--- config.mk ---
export PLATFORM = sky130hd
export DESIGN_NAME = video_rx_top
export DESIGN_NICKNAME = d
export VERILOG_FILES = /design/src/source/vid_timing_pkg.sv /design/src/source/gap_timing_if.sv /design/src/source/video_rx_top.sv /design/src/source/sync_recover.sv /design/src/source/timing_cfg_regs.sv
export SDC_FILE = /design/constraint.sdc
export NUM_CORES = 1
export LEC_CHECK = 0
export BUFFER_PORTS_ARGS = -buffer_cell sky130_fd_sc_hd__buf_2
export CAP_MARGIN = 20
export CORE_MARGIN = 2
export CORE_UTILIZATION = 55
export CTS_CLUSTER_DIAMETER = 100
export CTS_CLUSTER_SIZE = 30
export DETAILED_ROUTE_END_ITERATION = 12
export PLACE_DENSITY = 0.74
export RECOVER_POWER = 100
export SYNTH_ARGS = -nofsm -noshare
export SYNTH_HDL_FRONTEND = slang
export SYNTH_SLANG_ARGS = --single-unit
--- constraint.sdc ---
create_clock -name clk -period 4.66 [get_ports clk]
set_clock_uncertainty 0.2 [all_clocks]
set_input_delay 0.233 -clock clk [delete_from_list [all_inputs] [get_ports clk]]
set_output_delay 0.233 -clock clk [all_outputs]
set_load 0.02 [all_outputs]
--- src/source/vid_timing_pkg.sv ---
package vid_timing_pkg;

  // idle run length and gap thresholds
  typedef logic [15:0] gap_cnt_t;
  // pixel index within a line, line length
  typedef logic [10:0] pix_cnt_t;
  // line index within a frame, frame height
  typedef logic [10:0] line_cnt_t;
  typedef logic [7:0]  sync_len_t;
  typedef logic [2:0]  reg_addr_t;
  typedef logic [15:0] reg_data_t;

  // register map
  localparam reg_addr_t ADDR_HGAP_MIN    = 3'd0;
  localparam reg_addr_t ADDR_VGAP_MIN    = 3'd1;
  localparam reg_addr_t ADDR_HSYNC_LEN   = 3'd2;
  localparam reg_addr_t ADDR_POLARITY    = 3'd3;
  localparam reg_addr_t ADDR_LINE_LEN    = 3'd4;
  localparam reg_addr_t ADDR_FRAME_LINES = 3'd5;

  // configuration after reset
  localparam gap_cnt_t  DEF_HGAP_MIN  = 16'd16;
  localparam gap_cnt_t  DEF_VGAP_MIN  = 16'd200;
  localparam sync_len_t DEF_HSYNC_LEN = 8'd8;
  localparam logic      DEF_POLARITY  = 1'b0;

  // classification of the current input run
  typedef enum logic [1:0] {
    ACTIVE,
    SHORT_GAP,
    LINE_GAP,
    FRAME_GAP
  } gap_state_t;

endpackage
--- src/source/gap_timing_if.sv ---
`timescale 1ns/1ns

interface gap_timing_if
  import vid_timing_pkg::*;
();

  // configuration, written by the register block
  gap_cnt_t  hgap_min;
  gap_cnt_t  vgap_min;
  sync_len_t hsync_len;
  logic      polarity;

  // measured status, from the recovery block
  pix_cnt_t  line_len;
  line_cnt_t frame_lines;

  modport regs (
    output hgap_min, vgap_min, hsync_len, polarity,
    input  line_len, frame_lines
  );

  modport recover (
    input  hgap_min, vgap_min, hsync_len, polarity,
    output line_len, frame_lines
  );

endinterface

--- src/source/video_rx_top.sv ---
`timescale 1ns/1ns

module video_rx_top
  import vid_timing_pkg::*;
#(
  parameter int PIX_W = 24
) (
  input  logic             clk,
  input  logic             reset,

  // packetized pixel stream
  input  logic             pix_valid,
  input  logic [PIX_W-1:0] pix_data,

  // recovered raster
  output logic [PIX_W-1:0] out_data,
  output logic             de,
  output logic             hsync,
  output logic             vsync,
  output pix_cnt_t         hcount,
  output line_cnt_t        vcount,

  // host register port
  input  logic             cfg_req,
  input  logic             cfg_we,
  input  reg_addr_t        cfg_addr,
  input  reg_data_t        cfg_wdata,
  output logic             cfg_ack,
  output reg_data_t        cfg_rdata
);

  gap_timing_if tim_if ();

  timing_cfg_regs u_regs (
    .clk       (clk),
    .reset     (reset),
    .cfg_req   (cfg_req),
    .cfg_we    (cfg_we),
    .cfg_addr  (cfg_addr),
    .cfg_wdata (cfg_wdata),
    .cfg_ack   (cfg_ack),
    .cfg_rdata (cfg_rdata),
    .tim       (tim_if)
  );

  sync_recover #(
    .PIX_W (PIX_W)
  ) u_recover (
    .clk       (clk),
    .reset     (reset),
    .pix_valid (pix_valid),
    .pix_data  (pix_data),
    .out_data  (out_data),
    .de        (de),
    .hsync     (hsync),
    .vsync     (vsync),
    .hcount    (hcount),
    .vcount    (vcount),
    .tim       (tim_if)
  );

endmodule

--- src/source/sync_recover.sv ---
`timescale 1ns/1ns

module sync_recover
  import vid_timing_pkg::*;
#(
  parameter int PIX_W = 24
) (
  input  logic             clk,
  input  logic             reset,

  input  logic             pix_valid,
  input  logic [PIX_W-1:0] pix_data,

  output logic [PIX_W-1:0] out_data,
  output logic             de,
  output logic             hsync,
  output logic             vsync,
  output pix_cnt_t         hcount,
  output line_cnt_t        vcount,

  gap_timing_if.recover    tim
);

  gap_cnt_t   idle_cnt;
  gap_cnt_t   idle_run;
  gap_state_t state;
  gap_state_t state_nxt;
  logic       line_evt;
  logic       frame_evt;

  pix_cnt_t   pix_cnt;
  line_cnt_t  line_cnt;
  sync_len_t  hs_cnt;
  logic       vs_hold;

  // first pipeline stage
  logic [PIX_W-1:0] d1_data;
  logic             d1_de;
  pix_cnt_t         d1_hcount;
  line_cnt_t        d1_vcount;

  // idle run including the current cycle, saturating
  always_comb begin
    if (pix_valid) begin
      idle_run = '0;
    end else if (idle_cnt == '1) begin
      idle_run = idle_cnt;
    end else begin
      idle_run = idle_cnt + 1'b1;
    end
  end

  // the state gate makes each event fire once per gap,
  // even when the run saturates on the threshold
  assign line_evt  = !pix_valid && (idle_run == tim.hgap_min) &&
                     (state == ACTIVE || state == SHORT_GAP);
  assign frame_evt = !pix_valid && (idle_run == tim.vgap_min) &&
                     (state == LINE_GAP);

  always_comb begin
    state_nxt = state;
    if (pix_valid) begin
      state_nxt = ACTIVE;
    end else if (frame_evt) begin
      state_nxt = FRAME_GAP;
    end else if (line_evt) begin
      state_nxt = LINE_GAP;
    end else if (state == ACTIVE) begin
      state_nxt = SHORT_GAP;
    end
  end

  // gap classifier
  always_ff @(posedge clk) begin
    if (reset) begin
      idle_cnt <= '0;
      // no events until the first pixel after reset
      state    <= FRAME_GAP;
    end else begin
      idle_cnt <= idle_run;
      state    <= state_nxt;
    end
  end

  // counters, status captures and raw sync state
  always_ff @(posedge clk) begin
    if (reset) begin
      pix_cnt         <= '0;
      line_cnt        <= '0;
      hs_cnt          <= '0;
      vs_hold         <= 1'b0;
      tim.line_len    <= '0;
      tim.frame_lines <= '0;
    end else begin
      if (line_evt) begin
        pix_cnt <= '0;
      end else if (pix_valid) begin
        pix_cnt <= pix_cnt + 1'b1;
      end

      if (frame_evt) begin
        line_cnt <= '0;
      end else if (line_evt) begin
        line_cnt <= line_cnt + 1'b1;
      end

      if (line_evt && pix_cnt != '0) begin
        tim.line_len <= pix_cnt;
      end
      if (frame_evt) begin
        tim.frame_lines <= line_cnt;
      end

      // hsync runs its full length, pixels or not
      if (line_evt) begin
        hs_cnt <= tim.hsync_len;
      end else if (hs_cnt != '0) begin
        hs_cnt <= hs_cnt - 1'b1;
      end

      // vsync holds through the frame gap until the next pixel
      if (frame_evt) begin
        vs_hold <= 1'b1;
      end else if (pix_valid) begin
        vs_hold <= 1'b0;
      end
    end
  end

  // stage 1, counts before this cycle's update
  always_ff @(posedge clk) begin
    if (reset) begin
      d1_de     <= 1'b0;
      d1_hcount <= '0;
      d1_vcount <= '0;
    end else begin
      d1_de     <= pix_valid;
      d1_hcount <= pix_cnt;
      d1_vcount <= line_cnt;
    end
  end

  always_ff @(posedge clk) begin
    d1_data  <= pix_data;
    out_data <= d1_data;
  end

  // stage 2, polarity applied here
  always_ff @(posedge clk) begin
    if (reset) begin
      de     <= 1'b0;
      hcount <= '0;
      vcount <= '0;
      hsync  <= 1'b0;
      vsync  <= 1'b0;
    end else begin
      de     <= d1_de;
      hcount <= d1_hcount;
      vcount <= d1_vcount;
      hsync  <= (hs_cnt != '0) ^ tim.polarity;
      vsync  <= vs_hold ^ tim.polarity;
    end
  end

endmodule

--- src/source/timing_cfg_regs.sv ---
`timescale 1ns/1ns

module timing_cfg_regs
  import vid_timing_pkg::*;
(
  input  logic      clk,
  input  logic      reset,

  input  logic      cfg_req,
  input  logic      cfg_we,
  input  reg_addr_t cfg_addr,
  input  reg_data_t cfg_wdata,
  output logic      cfg_ack,
  output reg_data_t cfg_rdata,

  gap_timing_if.regs tim
);

  typedef enum logic {
    HS_IDLE,
    HS_ACK
  } hs_state_t;

  hs_state_t hs_state;
  logic      access;
  reg_data_t rd_mux;

  // access happens once, on the first sampled req
  assign access  = cfg_req && (hs_state == HS_IDLE);
  assign cfg_ack = (hs_state == HS_ACK);

  // four-phase handshake
  always_ff @(posedge clk) begin
    if (reset) begin
      hs_state <= HS_IDLE;
    end else begin
      case (hs_state)
        HS_IDLE: begin
          if (cfg_req) begin
            hs_state <= HS_ACK;
          end
        end
        HS_ACK: begin
          // hold ack until the host lets go of req
          if (!cfg_req) begin
            hs_state <= HS_IDLE;
          end
        end
        default: hs_state <= HS_IDLE;
      endcase
    end
  end

  // configuration registers
  always_ff @(posedge clk) begin
    if (reset) begin
      tim.hgap_min  <= DEF_HGAP_MIN;
      tim.vgap_min  <= DEF_VGAP_MIN;
      tim.hsync_len <= DEF_HSYNC_LEN;
      tim.polarity  <= DEF_POLARITY;
    end else if (access && cfg_we) begin
      case (cfg_addr)
        ADDR_HGAP_MIN:  tim.hgap_min  <= cfg_wdata;
        ADDR_VGAP_MIN:  tim.vgap_min  <= cfg_wdata;
        ADDR_HSYNC_LEN: tim.hsync_len <= sync_len_t'(cfg_wdata);
        ADDR_POLARITY:  tim.polarity  <= cfg_wdata[0];
        // status and unused addresses drop the write
        default: ;
      endcase
    end
  end

  // read mux, status comes straight from the recovery side
  always_comb begin
    case (cfg_addr)
      ADDR_HGAP_MIN:    rd_mux = tim.hgap_min;
      ADDR_VGAP_MIN:    rd_mux = tim.vgap_min;
      ADDR_HSYNC_LEN:   rd_mux = reg_data_t'(tim.hsync_len);
      ADDR_POLARITY:    rd_mux = reg_data_t'(tim.polarity);
      ADDR_LINE_LEN:    rd_mux = reg_data_t'(tim.line_len);
      ADDR_FRAME_LINES: rd_mux = reg_data_t'(tim.frame_lines);
      default:          rd_mux = '0;
    endcase
  end

  // captured with the access, stable while ack is high
  always_ff @(posedge clk) begin
    if (access) begin
      cfg_rdata <= rd_mux;
    end
  end

endmodule

==> flow_metrics.env <==
export IMPL_outcome="complete, but fails checks"
export IMPL_violations="max-capacitance violations, max-slew violations"
export IMPL_power_total_mw=3.57
export IMPL_grt_overflow_total=0
export IMPL_cp_start_kind="flop"
export IMPL_rr_worst_depth=10
export IMPL_antenna_left=0
export IMPL_worstReg2RegStart="u_recover.idle_cnt[1]"
export IMPL_maxSlewHeadroom=-1.26
export IMPL_finalCritPeriodShare=0.918
export IMPL_die_w_um=133
export IMPL_row_count=47
export IMPL_hold_depth=2
export IMPL_cp_required_ps=4790
export IMPL_whs_endpoint="u_regs.cfg_rdata[8]"
export IMPL_synth_top_family_by_area="simple AND/OR/NAND/NOR gates"
export IMPL_yosys_area_share_simple=0.228
export IMPL_power_switching_uw=903
export IMPL_start_util=0.558
export IMPL_insertedDiodeCount=0
export IMPL_track_usage=0.252
export IMPL_worstHoldPathType="in2reg"
export IMPL_synth_cell_type_count=85
export IMPL_hold_viol=0
export IMPL_clkPwrFrac=0.290
export IMPL_synthMuxAreaShare=0.0653
export IMPL_drive_gt1_frac=0.0897
export IMPL_yosysMostFrequentCell="dfxtp_1"
export IMPL_synth_commonest_cells="dfxtp_1, nand2_1, a21oi_1"
export IMPL_yosysTopAreaCellShare=0.455
export IMPL_vdd_drop_max_mv=0.391
export IMPL_instances_no_fill=1290
export IMPL_fin_setup_tns_ps=0
export IMPL_io_pins=114
export IMPL_drt_initial_drc_count=892
export IMPL_worstSetupStartpoint="u_recover.idle_cnt[1]"
export IMPL_finalNetCount=1122
export IMPL_critical_path_class="reg2reg"
export IMPL_cts_tree="done"
export IMPL_seqPwrFrac=0.579
export IMPL_synth_sequential_area_ratio=0.507
export IMPL_cts_root_buffer="clkbuf_16"
export IMPL_vias=7561
export IMPL_ys_flop_type="dfxtp_1"
export IMPL_max_cap_violations=3
export IMPL_hp_start="cfg_addr[1]"
export IMPL_rsz0062_at_grt="no"
export IMPL_swShare=0.253
export IMPL_dp_final_hpwl_mm=15.9
export IMPL_gp_congestion=0.941
export IMPL_synth_nets=1003
export IMPL_routed_via_density=5.86
export IMPL_core_area_um2=16500
export IMPL_max_freq_mhz=234
export IMPL_grt_max_degree=77
export IMPL_synth_compound_area_frac=0.124
export IMPL_yosys_top_cells_area="dfxtp_1, edfxtp_1, nor2b_1, nand2_1, a21oi_1"
export IMPL_leakage_nw=3.84
export IMPL_critPathCaptureType="flop"
export IMPL_cell_internal_pwr_mw=2.67
export IMPL_nFillCells=1403
export IMPL_syn_cell_area_um2=9190
export IMPL_drcViolationCount=0
export IMPL_avgSynthCellArea_um2=9.69
export IMPL_arrival_ps=4410
export IMPL_clkSinkCount=225
export IMPL_rrSetupSlack_ps=380
export IMPL_die_area_um2=17800
export IMPL_grt_pass1_wl_mm=36.1
export IMPL_crit_fanout=14
export IMPL_yosys_warnings=0
export IMPL_async_reset_ff_frac=0
export IMPL_clk_latency_ps=480
export IMPL_synth_edf_count=16
export IMPL_postSynthRegisterBits=225
export IMPL_die_h_um=133
export IMPL_antenna_found_initial=0
export IMPL_pwr_density_cell_nw_per_um2=343
export IMPL_rr_endpoint="u_recover.line_cnt[0]"
export IMPL_fin_crit_ps=4280
export IMPL_cts_buffers=11
export IMPL_synthAdderAreaFrac=0.00817
export IMPL_clk_pin_slew_ps=110
export IMPL_first_global_vias=6846
export IMPL_synth_xor_area_frac=0.0305
export IMPL_firstDrtPassIters=5
export IMPL_htreeDepth=1
export IMPL_place_inst=1233
export IMPL_drt_total_wl_mm=23.0
export IMPL_area_growth_pct=13.3
export IMPL_wl_per_cell_um=17.8
export IMPL_worst_pin_slew_ps=3390
export IMPL_clockBufferDepth=3
export IMPL_comb_power_share=0.130
export IMPL_netlist_instances=949
export IMPL_yosysTopAreaCell="dfxtp_1"
export IMPL_ctsResizeCount=0
export IMPL_finalSetupViolCount=0
export IMPL_report_final_slew_viol_count=144
export IMPL_placement_io_buffers=113
export IMPL_post_route_util=0.633
-- critical path, stage by stage, from the launching register on --
cell,delay (ps)
dfxtp_1,470
ha_1,330
and3_1,480
nand4_2,300
mux2i_1,430
o311ai_0,160
a2111oi_0,450
nand4_1,520
o21ai_0,330
clkbuf_1,400
a21oi_1,80
-- repair_timing --
| action | 4_1_cts | 5_1_grt |
|---|---|---|
| hold buffers | 42 | 0 |
| setup endpoints to repair | 0 | 0 |
| endpoints found under the hold margin | 66 | 0 |
| buffers inserted | 0 | 0 |
-- registers in the layout (all words and copies together), names as in the netlist, 11 cells and up --
register                   cells
u_recover.idle_cnt            16
u_regs.tim.vgap_min           16
u_recover.hcount              11
u_recover.line_cnt            11
u_regs.cfg_rdata              16
u_recover.vcount              11
u_recover.d1_hcount           11
u_regs.tim.hgap_min           16
u_recover.out_data            24
u_recover.d1_data             24
u_recover.tim.line_len        11
u_recover.pix_cnt             11
u_recover.d1_vcount           11
u_recover.tim.frame_lines     11
-- power groups by stage --
stage	Combinational (mW)	Sequential, mW	Clock [mW]
2_1_floorplan	0.295	2.13	0
3_3_place_gp	0.429	2.11	0
3_5_place_dp	0.438	2.11	0
4_1_cts	0.467	2.06	1.06
5_1_grt	0.513	2.08	1.13
6_report	0.464	2.07	1.04
-- cells by family (layout without fill, tap and decap cells) --
group | after synthesis | after routing
fa+ha+maj | 6 | 6
flops | 225 | 225
simple gates | 390 | 390
buf+inv | 75 | 196
compound gates | 175 | 175
xor+xnor | 32 | 32
mux | 46 | 46
-- routing by layer --
metal	wire, um	GRT usage	share of wire	vias to the layer above
li1	-	-	-	3627
met1	9970	0.347	0.43	3582
met2	10700	0.413	0.47	310
met3	1710	0.0354	0.074	42
met4	615	0.0810	0.027	0
met5	0	0	0	-
-- through the flow --
stage | instance area, um^2 | hold slack (ps) | setup WS [ps]
CTS | 10600 | 12.5 | 488
floorplan | 9190 | 60.7 | 1340
global route | 10400 | 146 | 131
detailed placement | 9840 | 112 | 511
finish | 10400 | 95.9 | 384
global placement | 9830 | 110 | 670
-- layout make-up --
cell class,count,area [um^2],area share
clock buffers,14,287,0.0275
clock inverters,1,16.3,0.00156
inverters,16,60.1,0.00577
multi-input cells,649,4160,0.399
flip-flops and latches,225,4660,0.448
well taps,220,275,0.0264
repair buffers,165,956,0.0918
-- worst max-delay path by stage --
stage | to | slack [ps] | depth (start not counted)
after floorplan | u_recover.tim.line_len[0] | 1340 | 10
after global placement | u_recover.tim.line_len[3] | 670 | 9
after global routing | u_recover.pix_cnt[0] | 130 | 11
after CTS | u_recover.tim.line_len[8] | 490 | 9
final | u_recover.line_cnt[0] | 380 | 10
after detailed placement | u_recover.tim.line_len[9] | 510 | 9
-- placed cells by master, fill, tap and decap left out, types with 5 or more instances in the layout --
master and n:
and4_1 7, ha_1 6, o31ai_1 7, nand4_1 29, buf_4 5, nor4_1 7
clkbuf_1 77, a31oi_1 8, dlygate4sd3_1 42, or3_1 5, o21ai_0 38, mux2i_1 26
and3_1 6, buf_2 43, mux4_2 7, xnor2_1 18, nor2_1 60, or2_2 5
inv_1 16, a21oi_1 68, nand2_1 98, clkbuf_16 11, nand2b_1 6, nor2b_1 64
xor2_1 14, nor3_1 44, dfxtp_1 209, edfxtp_1 16, nand3_1 26, mux2_1 9
or4_1 6
(Power assumes the default switching activity.)
